`src/bank_ram.sv`:
```
`timescale 1ns/1ps

module bank_ram #(
    parameter int DW = 32,                      // word width
    parameter int AW = 6                        // row address width
) (
    input  logic          rd_clk,               // single clock for both ports
    // write port
    input  logic          wr_ce,                // write chip enable
    input  logic [DW-1:0] wr_mask,              // per bit write mask
    input  logic [AW-1:0] wr_row,               // write row
    input  logic [DW-1:0] wr_din,               // write data
    // read port
    input  logic          rd_ce,                // read chip enable
    input  logic [AW-1:0] rd_row,               // read row
    output logic [DW-1:0] rd_dout               // registered read data
);

    logic [DW-1:0] mem [2**AW];                 // storage array, no reset

    // masked write, only the selected bits of the row change
    always_ff @(posedge rd_clk) begin
        if (wr_ce) begin
            for (int i = 0; i < DW; i++) begin
                if (wr_mask[i]) begin
                    mem[wr_row][i] <= wr_din[i];   // bit lane enabled
                end
            end
        end
    end

    // registered read, old word on a same edge write to the same row
    always_ff @(posedge rd_clk) begin
        if (rd_ce) begin
            rd_dout <= mem[rd_row];             // load on enable
        end                                     // else hold last word
    end

endmodule

```
`config.mk`:
```
export PLATFORM = sky130hd
export DESIGN_NAME = bank_ram
export DESIGN_NICKNAME = d
export VERILOG_FILES = /design/src/bank_ram.sv
export SDC_FILE = /design/constraint.sdc
export NUM_CORES = 2
export LEC_CHECK = 0
export BUFFER_PORTS_ARGS = -buffer_cell sky130_fd_sc_hd__buf_2
export CORE_UTILIZATION = 56
export CTS_CLUSTER_DIAMETER = 100
export DETAILED_ROUTE_END_ITERATION = 8
export GPL_TIMING_DRIVEN = 0
export HOLD_SLACK_MARGIN = 0.06
export MAX_ROUTING_LAYER = met4
export PLACE_DENSITY = 0.74
export SYNTH_ARGS = -nofsm -noshare
export SYNTH_HDL_FRONTEND = slang
export SYNTH_SLANG_ARGS = --single-unit
```
`constraint.sdc`:
```
create_clock -name rd_clk -period 3.8 [get_ports rd_clk]
set_clock_uncertainty 0.2 [all_clocks]
set_input_delay 0.19 -clock rd_clk [delete_from_list [all_inputs] [get_ports rd_clk]]
set_output_delay 0.19 -clock rd_clk [all_outputs]
set_load 0.05 [all_outputs]
```
### Word-level counts from Yosys, hierarchy flattened

Memory sizes are Yosys's and may differ from the RTL's. A register that Yosys moved wholly into a read port is not among the register bits.
Index checks and enable logic that the tools add are counted.

* muxes and demuxes: 96

Operator list (number)
* $mux W1: 96

* output and inout bits: 32
* bits in registers: 0
* RAM bits: 2048
* input port bits: 79
* memories: 1
* logic and storage cells: 97

Memories
* mem: depth 64, width 32, rd ports 1, clocked after Yosys merged registers in 1, write ports 1, line 19 `logic [DW-1:0] mem [2**AW];`

### Depth between registers and ports, before layout

* word-level depth: 3
* gate-level depth with buffers: 10

### Least setup slack after synthesis

No wires, ideal clock.

* path type: in2reg
* start: input rd_row[0]
* end: register rd_dout[13] (read register of mem) (data pin)
* data required time: 3344 ps
* data arrival time: 1833 ps
* cell stages on the path: 7
* setup time: 256 ps
* path slack: 1511 ps
* cells stage by stage: buf_6 -> buf_8 -> buf_4 -> mux4_2 -> mux4_2 -> o22ai_1 -> nor2_1

RTL lines
* from (decl): line 15 `input logic [AW-1:0] rd_row,`
* to (decl): line 16 `output logic [DW-1:0] rd_dout`

==> key figures <==
Run status
  • Outcome: complete, but fails checks
  • Violations in the final reports: design-rule violations, max-capacitance violations, max-slew violations, negative setup slack

Critical path
  • Startpoint type of the worst setup path: primary input
  • Critical Path RT: 4.19 ns
  • Worst path slowest cell: buf_2
  • Cell Chain, Critical Path: buf_2, buf_2, buf_2, buf_2, mux2i_1, mux2i_1, a32oi_1, nor4_4
  • Critical setup path kind: in -> reg
  • Library cell appearing most often on the critical path: buf_2
  • Data arrival time at the worst-slack endpoint: roughly 4.4 ns
  • Worst Path Max Fanout: 11
  • Crit path largest cell delay: about 0.95 ns
  • Crit end category: flip-flop

STA
  • Endpoints failing hold: 0
  • Slew margin rel.: -10.2%
  • Number of setup violations in the final report: 17
  • Hold Slack: 0.154 ns
  • Final Max Tran Viols: slightly above 100
  • Minimum clock period: approximately 4.0 ns
  • Post-route clock period utilization: 106%
  • Final WS setup: -0.239 ns
  • RSZ-0062 raised after global routing: false
  • Slew @ Worst Pin: 1.65 ns
  • Fmax: around 0.25 GHz

Yosys
  • Mapped Area: between 0.08 and 0.09 mm^2
  • Net count after synthesis: a little over 6,000
  • Count of flip-flops with a built-in enable after synthesis: about 2,100
  • Cell variety after synth: 46
  • Top flip-flop cell by instance count after synthesis: edfxtp_1
  • Register area share after synthesis: a little over two thirds
  • Count of mapped cells out of synthesis: 5,986
  • Number of synthesized register bits: 2,080
  • Count of yosys warnings during synthesis: 0
  • Per-instance average area after synthesis: 14.8 um^2
  • Proportion of synthesized flip-flops having asynchronous set or reset: 0%

CTS
  • Insertion delay of the later-clocked pin in the worst-skew pair: between 0.8 and 0.9 ns
  • Library cell used as clock root buffer: clkbuf_16
  • Buffers from clock root to sink, at most: 3
  • Total number of clock tree sinks: approximately 2,100
  • Clock slew at the register clock pins of the worst setup and hold paths: about 0.06 ns
  • Post-CTS setup buffer count: 0
  • Number of CTS-inserted buffers: 206
  • Number of levels the H-tree was split into: 4
  • CTS tree: yes

Power
  • Power share of the clock group: between 40% and 50%
  • Switching power: about 12 mW
  • Power per Cell Area: ~500 mW/mm^2
  • Peak VDD IR: 0.000521 V
  • Internal power summed over all cells: 38.1 mW
  • Combinational group share of total power: roughly 7.6%
  • Sequential Power Share: between 50% and 60%
  • Switch share: a little under a quarter
  • Leakage power: roughly 32 nW

Job
  • Max-capacitance violation count: 10

Layout
  • Non-Filler Cell Area, Final: approximately 0.1 mm^2
  • Leading cell type in the layout, fill and taps excluded: nor2_1
  • Filler cell count in the final layout: 11,400
  • Synthesis-to-layout area growth: 12.0%
  • Highest-count cells in the layout ignoring fill and taps: nor2_1 (2,093), edfxtp_1 (2,080), clkbuf_1 (477)
  • Fraction of final layout cells with drive strength greater than 1: between 10% and 20%
  • Final #Nets: 6,437

Global routing
  • Pin count of the biggest net entering global routing: 65
  • Initial antenna violation count: 27
  • Global-route usage over all layers: 43.6%
  • Via count of the first global-routing pass: around 55,000
  • First-pass GRT wire length: 447 mm
  • Remaining global-route overflow: 0

Drt
  • DR WL/cell: just under 40 um
  • Number of vias in the routed layout: roughly 60,000
  • Met3 wirelength from detailed routing: approximately 56 mm
  • DRC violations left: 1
  • Remaining number of nets flagged by the antenna check after routing: 0
  • Met2 layer wire length in the routed design: between 100 and 150 mm
  • Pre-Repair DR Iteration Count: 8
  • Total wire length: 337 mm
  • Drt initial violations: roughly 11,000
  • Vias per inst: about 7
  • Top Layer Used: met4
  • Wire length on met1: ~110 mm

Die
  • Initial standard-cell utilization of the core: 56.6%
  • Num ports: around 110
  • Die outline height: around 400 um
  • Die width: 400 um
  • Die Footprint: 0.160 mm^2
  • Site Rows: between 100 and 150
  • Area inside the core boundary: between 0.15 and 0.2 mm^2

Placement
  • Setup slack after placement: -1.80 ns
  • Half-perimeter wire length of the detailed placement result: between 200 and 250 mm
  • Post-DP Area: approximately 0.09 mm^2
  • Final GP Congestion: ~1.1
  • Count of input and output buffers: 101

Min path
  • Tightest Hold Check Type: in -> reg
-- per-layer routing --
metal	vias up	track usage (%)
li1	22900	-
met1	30000	54.8
met2	5644	58.5
met3	1174	16.7
met4	0	29.6
met5	-	-
-- what timing repair did --
action	in CTS	in global routing
hold endpoints to repair	2181	0
pin swaps	0	0
cloned	0	0
endpoints found under the setup margin	14	10
gates resized for setup	7	13
hold buffers	60	0
-- layout make-up --
cell class	count	area, um^2	area share [%]
Antenna cell	22	55.1	0.0554
Buffer	592	2660	2.68
Clock buffer	254	5480	5.52
Clock inverter	130	1280	1.29
Multi-Input combinational cell	3313	23700	23.9
Sequential cell	2080	62500	62.8
Tap cell	2058	2570	2.59
Timing Repair Buffer	165	1160	1.17
-- power groups by stage --
stage / logic (mW) / clock network, mW / registers [mW]
global placement: 3.50 / 0 / 25.9
finish: 3.82 / 20.8 / 25.4
global route: 3.80 / 21.5 / 25.4
CTS: 3.62 / 20.6 / 25.4
detailed placement: 3.55 / 0 / 25.9
floorplan: 1.58 / 0 / 26.0
-- state kept, by name, summed over array words and instances (netlist names) --
| signal | count |
|---|---|
| mem | 2048 |
| rd_dout | 32 |
-- path summary, 6_finish.rpt --
path                                  start     endpoint  slack, ns  cells after the start
worst max-delay path              rd_row[2]  rd_dout[27]      -0.24                      8
worst min-delay path             wr_mask[2]    mem[1][2]       0.15                      3
worst max register to register  mem[62][10]  rd_dout[10]       0.83                      5
worst min register to register   mem[4][11]  rd_dout[11]       0.73                      4
-- worst max-delay path, delay by kind of cell --
family | cells | cell delay (ns)
mux | 2 | 0.73
simple gates | 1 | 0.69
compound gates | 1 | 0.30
buf+inv | 4 | 2.45
-- cell families after synthesis --
| group | share of synthesized area, % |
|---|---|
| simple gates | 10.0 |
| buf+inv | 2.93 |
| compound gates | 2.81 |
| mux | 13.9 |
| flops | 70.4 |
-- cell usage after synthesis (3+ instances only) --
cell,instances,area share (%)
nand2_1,128,0.54
buf_2,54,0.30
nor3_1,4,0.023
a21oi_1,37,0.21
or2_2,4,0.028
o22a_1,6,0.059
clkbuf_1,469,2.0
buf_6,17,0.22
edfxtp_1,2080,70
o22ai_1,91,0.64
nor2b_1,28,0.20
a31o_2,9,0.089
mux2_2,102,1.3
a22o_1,22,0.22
a21o_1,9,0.076
buf_1,9,0.038
nand2b_1,9,0.063
o31ai_1,15,0.13
a32oi_1,15,0.15
nor2_1,2094,8.9
nor3b_1,6,0.051
a211o_1,5,0.049
buf_4,40,0.34
mux2i_1,132,1.5
a2111o_1,6,0.076
o21ai_0,5,0.028
nand3_1,3,0.017
mux4_2,436,11
nor4_1,15,0.11
a221oi_1,50,0.49
o221ai_1,28,0.28
and3b_1,4,0.039
a211oi_1,30,0.25
a31oi_1,6,0.042
-- stage by stage --
step | TNS (ns) | util, % | cells | power, mW
6_report | -1.58 | 63.4 | 8614 | 50.1
5_1_grt | 0 | 63.4 | 8602 | 50.7
4_1_cts | 0 | 63.3 | 8592 | 49.7
3_5_place_dp | -27.67 | 58.6 | 8148 | 29.4
3_3_place_gp | -124.04 | 58.6 | 8145 | 29.4
2_1_floorplan | 0 | - | 5986 | 27.6
(Power assumes the default switching activity.)
