### src/banked_mem_pkg.sv
package banked_mem_pkg;

    // buffer geometry
    localparam int NUM_BANKS = 4;                      // bank rams behind the steer block
    localparam int BANK_BITS = 2;                      // bank index width
    localparam int ROW_BITS  = 6;                      // 64 rows in each bank
    localparam int ADDR_BITS = ROW_BITS + BANK_BITS;   // flat word address, 256 words
    localparam int DATA_BITS = 32;                     // word width
    localparam int NUM_BYTES = DATA_BITS / 8;          // byte lanes per word

    // One address word with two readings. Banks interleave on the low bits,
    // so consecutive flat indices land in consecutive banks.
    typedef union packed {
        logic [ADDR_BITS-1:0] flat;                    // linear word index
        struct packed {
            logic [ROW_BITS-1:0]  row;                 // row inside the bank
            logic [BANK_BITS-1:0] bank;                // low bits pick the bank
        } split;
    } mem_addr_u;

endpackage

### src/read_gather.sv
`timescale 1ns/1ps

module read_gather (
    input  logic                                              rd_clk,       // buffer clock
    input  logic                                              rst_n,        // sync, active low
    input  logic                                              rd_en,        // read strobe
    input  logic [banked_mem_pkg::ADDR_BITS-1:0]              rd_addr,      // flat word address
    output logic [banked_mem_pkg::NUM_BANKS-1:0]              bank_rd_ce,   // one enable per bank
    output logic [banked_mem_pkg::ROW_BITS-1:0]               bank_rd_row,  // shared row bus
    input  logic [banked_mem_pkg::NUM_BANKS*banked_mem_pkg::DATA_BITS-1:0] bank_rd_dout,
    output logic [banked_mem_pkg::DATA_BITS-1:0]              rd_data,      // selected bank word
    output logic                                              rd_valid      // one cycle pulse
);

    banked_mem_pkg::mem_addr_u            addr;                 // decoded read address
    logic [banked_mem_pkg::BANK_BITS-1:0] sel_q;                // bank read last cycle

    assign addr.flat = rd_addr;                                 // load as flat index

    // enable only the addressed bank
    always_comb begin
        bank_rd_ce = '0;
        if (rd_en) begin
            bank_rd_ce[addr.split.bank] = 1'b1;
        end
    end

    assign bank_rd_row = addr.split.row;                        // row shared by all banks

    // remember the bank for the cycle its data appears
    always_ff @(posedge rd_clk) begin
        if (!rst_n) begin
            rd_valid <= 1'b0;
            sel_q    <= '0;
        end else begin
            rd_valid <= rd_en;                                  // data lands one edge later
            if (rd_en) begin
                sel_q <= addr.split.bank;
            end                                                 // hold keeps rd_data stable
        end
    end

    // output mux after the select register
    assign rd_data = bank_rd_dout[sel_q*banked_mem_pkg::DATA_BITS +: banked_mem_pkg::DATA_BITS];

    // valid only ever follows a read strobe
    a_valid_after_en : assert property (
        @(posedge rd_clk) disable iff (!rst_n)
        rd_valid |-> $past(rd_en)
    ) else $error("read_gather: rd_valid without rd_en one cycle earlier");

    // a read strobe wakes exactly one bank
    a_rd_ce_onehot : assert property (
        @(posedge rd_clk) disable iff (!rst_n)
        rd_en |-> $onehot(bank_rd_ce)
    ) else $error("read_gather: bank_rd_ce not one-hot on rd_en");

endmodule

### config.mk
export PLATFORM = sky130hd
export DESIGN_NAME = read_gather
export DESIGN_NICKNAME = d
export VERILOG_FILES = /design/src/banked_mem_pkg.sv /design/src/read_gather.sv
export SDC_FILE = /design/constraint.sdc
export NUM_CORES = 1
export LEC_CHECK = 0
export BUFFER_PORTS_ARGS = -buffer_cell sky130_fd_sc_hd__buf_2
export CORE_AREA = 3 3 68 70
export CTS_BUF_LIST = sky130_fd_sc_hd__clkbuf_4
export CTS_CLUSTER_SIZE = 14
export DETAILED_ROUTE_END_ITERATION = 10
export DIE_AREA = 0 0 71 73
export PLACE_DENSITY = 0.75
export SYNTH_ARGS = -nofsm -noshare
export SYNTH_HDL_FRONTEND = slang
export SYNTH_SLANG_ARGS = --single-unit
### constraint.sdc
create_clock -name rd_clk -period 3.7 [get_ports rd_clk]
set_input_delay 0.74 -clock rd_clk [delete_from_list [all_inputs] [get_ports rd_clk]]
set_output_delay 0.74 -clock rd_clk [all_outputs]
set_load 0.02 [all_outputs]
# Yosys cells after proc, flatten, opt, wreduce, memory -nomap -nowiden
# Cells that the tools add are included.
# W data, S select, Z words.
# classes
n_addsub,0
mul,0
div,0
n_lt_le_gt_ge,2
eq_ne,0
n_shift,1
muxes,3
bitwise,0
n_reduce_logical,1
# ops
op,n
$shiftx A128 B8 Y32,1
$mux W4,1
$lt A2 B3 Y1 const B,1
$demux W1 S2,1
$ge A2 B1 Y1 const B,1
$logic_and A1 B1 Y1,1
$mux W1,1
# totals
reg_bits,3
latchBits,0
ramBits,0
mem_bits_ro,0
inputBits,139
wordCells,9
memories,0

# Longest topological paths before layout
# logic_depth
ltp_word,5
depth_mapped,4
depth_no_buf,2

# Worst setup path after synthesis
# No wires, ideal clock.
# synth_timing
kind,input port to output port
start,input port bank_rd_dout[48] in the netlist's numbering
end,output port rd_data[16] in the netlist's numbering
t_arrival_ps,1339
required_ps,2960
setup_slack_ps,1621
path_stages,1
n_path_buf,0
cell_sequence,mux4_1
# synth_via
elab_chain_cells,1
# synth_lines
element,line,rtl
"start, declared",read_gather.sv:10,"input logic [banked_mem_pkg::NUM_BANKS*banked_mem_pkg::DATA_BITS-1:0] bank_rd_dout,"
$shiftx A128 B8 Y32,read_gather.sv:44,assign rd_data = bank_rd_dout[sel_q*banked_mem_pkg::DATA_BITS +: banked_mem_pkg::DATA_BITS];
"end, declared",read_gather.sv:11,"output logic [banked_mem_pkg::DATA_BITS-1:0] rd_data,"
# No other way between the ends.

# Final worst setup path
# layout_timing
start,register sel_q[0] in the netlist's numbering
end,output port rd_data[31] in the netlist's numbering
# layout_via
elab_chain_cells,1
# layout_lines
element,line,rtl
"start, declared",read_gather.sv:16,logic [banked_mem_pkg::BANK_BITS-1:0] sel_q;
"start signal, assigned",read_gather.sv:38,sel_q <= addr.split.bank;
$shiftx A128 B8 Y32,read_gather.sv:44,
# No other way between the ends.

==> results.md <==
* Outcome: complete, no violations
* Yosys reg bits at 3
* Net Switching at around 0.13 mW
* Initial antenna violation count at 0
* Top cells by area, synth: mux4_2 (66%), mux4_1 (7.9%), buf_12 (6.0%)
* Gp weighted congestion at just over 0.8
* Mapped Cells at between 50 and 60
* Clk Tree Root Cell: clkbuf_4
* CP required at a little under 3 ns
* Netlist cell types at 18
* Crit-path cells: buf_4 -> mux4_2 -> buf_2
* Comb pwr share at 0.681
* Worst Setup Start Kind: register
* Placed cell area at ~0.0018 sq mm
* Clock skew at 0 ns
* Slew headroom at 0.506
* Die footprint at 0.00518 sq mm
* Seq/Total Area, Yosys at 0.0605
* DR vias/cell at around 4.9
* Pint at 0.213 mW
* Initial Util at 0.247
* Post-Syn Nets at slightly below 200
* Final-stage net count at between 300 and 400
* Post-synth EDFFs at 0
* Reg power frac at 0.125
* GRT Total Usage at 0.167
* Worst-path clk slew at about 0.040 ns
* Cts hold-fix bufs at 0
* Die width at slightly above 70 microns
* Sink Count at 3
* Share of layout cells above drive strength 1 at 0.932
* Detailed Routing Iterations Pass 1 at 3
* CP Class: reg2out
* DRT Wirelength at roughly 4.5 mm
* Critical Path Fanout Max at 18
* Core Area at between 0.004 and 0.005 sq mm
* CTS tree: done
* 1st-iter DRT viols at 33
* Wire length of the first global-routing pass at slightly below 7 mm
* Crit path max-delay family: flip-flops
* Slowest stage delay, CP at 0.68 ns
* Register-to-Register Path Depth at 3
* Std cell rows at 23
* Crit. path cell count at 3
* Drt drc at 0
* Min-delay worst type: in2reg
* Synth warn at 0
* Net Sw Frac at 0.387
* Drt wl/cell at 16.6 microns
* Setup Buffers After CTS at 0
* Maximum vdd drop at approximately 0.00018 V
* # resized after CTS at 0
* Leak pwr at about 0.94 nW
* Post-DP HPWL at roughly 4.1 mm
* Die Y at about 73 microns
* Via count at ~1300
* Yosys top cell by area: mux4_2
* Htree depth at 1
* Max Clk Rate at between 300 and 400 MHz
* Setup TNS at 0 ns
* Slowest CP cell: dfxtp_2
* Post-Syn Area at 993 sq um
* Top cell type's share of synthesized area at 0.657
* RSZ-0062 raised after global routing: false
* Critical Path AT at approximately 2.1 ns
* Most frequent cell after synthesis: mux4_2
* Vias in the first global route at approximately 1500
* Slew @ Worst Pin at roughly 0.74 ns
* IO Pins at 182
* I/O Buffers at between 150 and 200
* Synth Area per Inst at about 17 sq um
* Fin. max-slew vios at 0
* Clk pwr share at 0.194
* Post-synth ARST share at 0
* Final Hold Viols at 0
* WP buf/inv at 2
* Area delta synth->final at 82.5%
* Power Dens Cells at ~190 mW/mm^2
* Post-route ant nets at 0
* Primary FF master, synth: dfxtp_1
* Crit. End Element: output pin
* Setup Viol. Count Final at 0
* Clk_lat worst skew at around 0.24 ns
* Post-synth top cells: mux4_2 (29), buf_4 (6)
* Clock Path Buffers at 2
* Largest net degree at the start of global routing at 19
* Final min period at ~2.8 ns
* # Max-Cap Violations at 0
* CTS buffer count at 3
* Ant. Diodes at 0
* Final instance area at 0.00181 sq mm
* Depth of the worst hold-timing path at 2
* Final period utilization at 0.757
* Remaining global-route overflow at 0
-- stage by stage --
stage	hold slack (ns)	power (mW)	utilization	cells	setup WS [ns]
floorplan	0.623	0.189	-	59	1.62
global placement	0.971	0.278	0.443	266	1.13
detailed placement	0.990	0.284	0.443	266	1.09
CTS	0.736	0.356	0.450	270	0.821
global route	0.749	0.372	0.450	270	0.726
finish	0.745	0.348	0.450	270	0.901
-- final timing paths --
kind             from          end  slack, ns
min             rst_n     rd_valid       0.74
max reg2reg  sel_q[0]     sel_q[0]       2.24
max          sel_q[0]  rd_data[31]       0.90
min reg2reg  sel_q[0]     sel_q[0]       1.03
-- area by class of cell --
| class | instances | area [sq um] |
|---|---|---|
| flip-flops and latches | 3 | 61.3 |
| fillers | 401 | 2220 |
| repair buffers | 171 | 861 |
| multi-input cells | 42 | 798 |
| clock buffers | 4 | 30.0 |
| well taps | 50 | 62.6 |
-- cells by family (layout without fill, tap and decap cells) --
group	count (synthesis)	count (layout)	synth area share
buffers and inverters	14	175	0.136
AND/OR/NAND/NOR	8	8	0.0491
flip-flops	3	3	0.0605
multiplexers	33	33	0.747
AO/OA/AOI/OAI	1	1	0.00756
-- registers in the layout, indices dropped and copies added, names as in the netlist --
name and count:
rd_valid 1, sel_q 2
-- power by group through the flow --
stage          Sequential [mW]  Clock (mW)  Combinational [mW]
2_1_floorplan           0.0360           0               0.153
3_3_place_gp            0.0444           0               0.233
3_5_place_dp            0.0446           0               0.239
4_1_cts                 0.0441      0.0713               0.240
5_1_grt                 0.0447      0.0729               0.254
6_report                0.0434      0.0676               0.237
-- layer usage --
layer	global-route usage	wire, microns	up-vias
met5	0	0	-
met4	0.0251	9	0
met3	0.0455	498	4
met2	0.342	2620	92
met1	0.169	1370	625
li1	-	-	589
-- layout by cell type (no fill, tap or decap) --
cell,netlist,layout
and3b_1,1,1
mux4_1,3,3
buf_2,3,169
nand2_1,1,1
nor2_1,1,1
buf_4,6,2
clkbuf_4,0,4
a21boi_0,1,1
mux2i_1,1,1
dfxtp_2,0,1
nand2b_1,1,1
and3_1,1,1
dfxtp_1,3,2
mux4_2,29,29
nor3b_1,1,1
nor2b_1,1,1
and2_1,1,1
No activity file was read; power rests on OpenSTA's default activity.
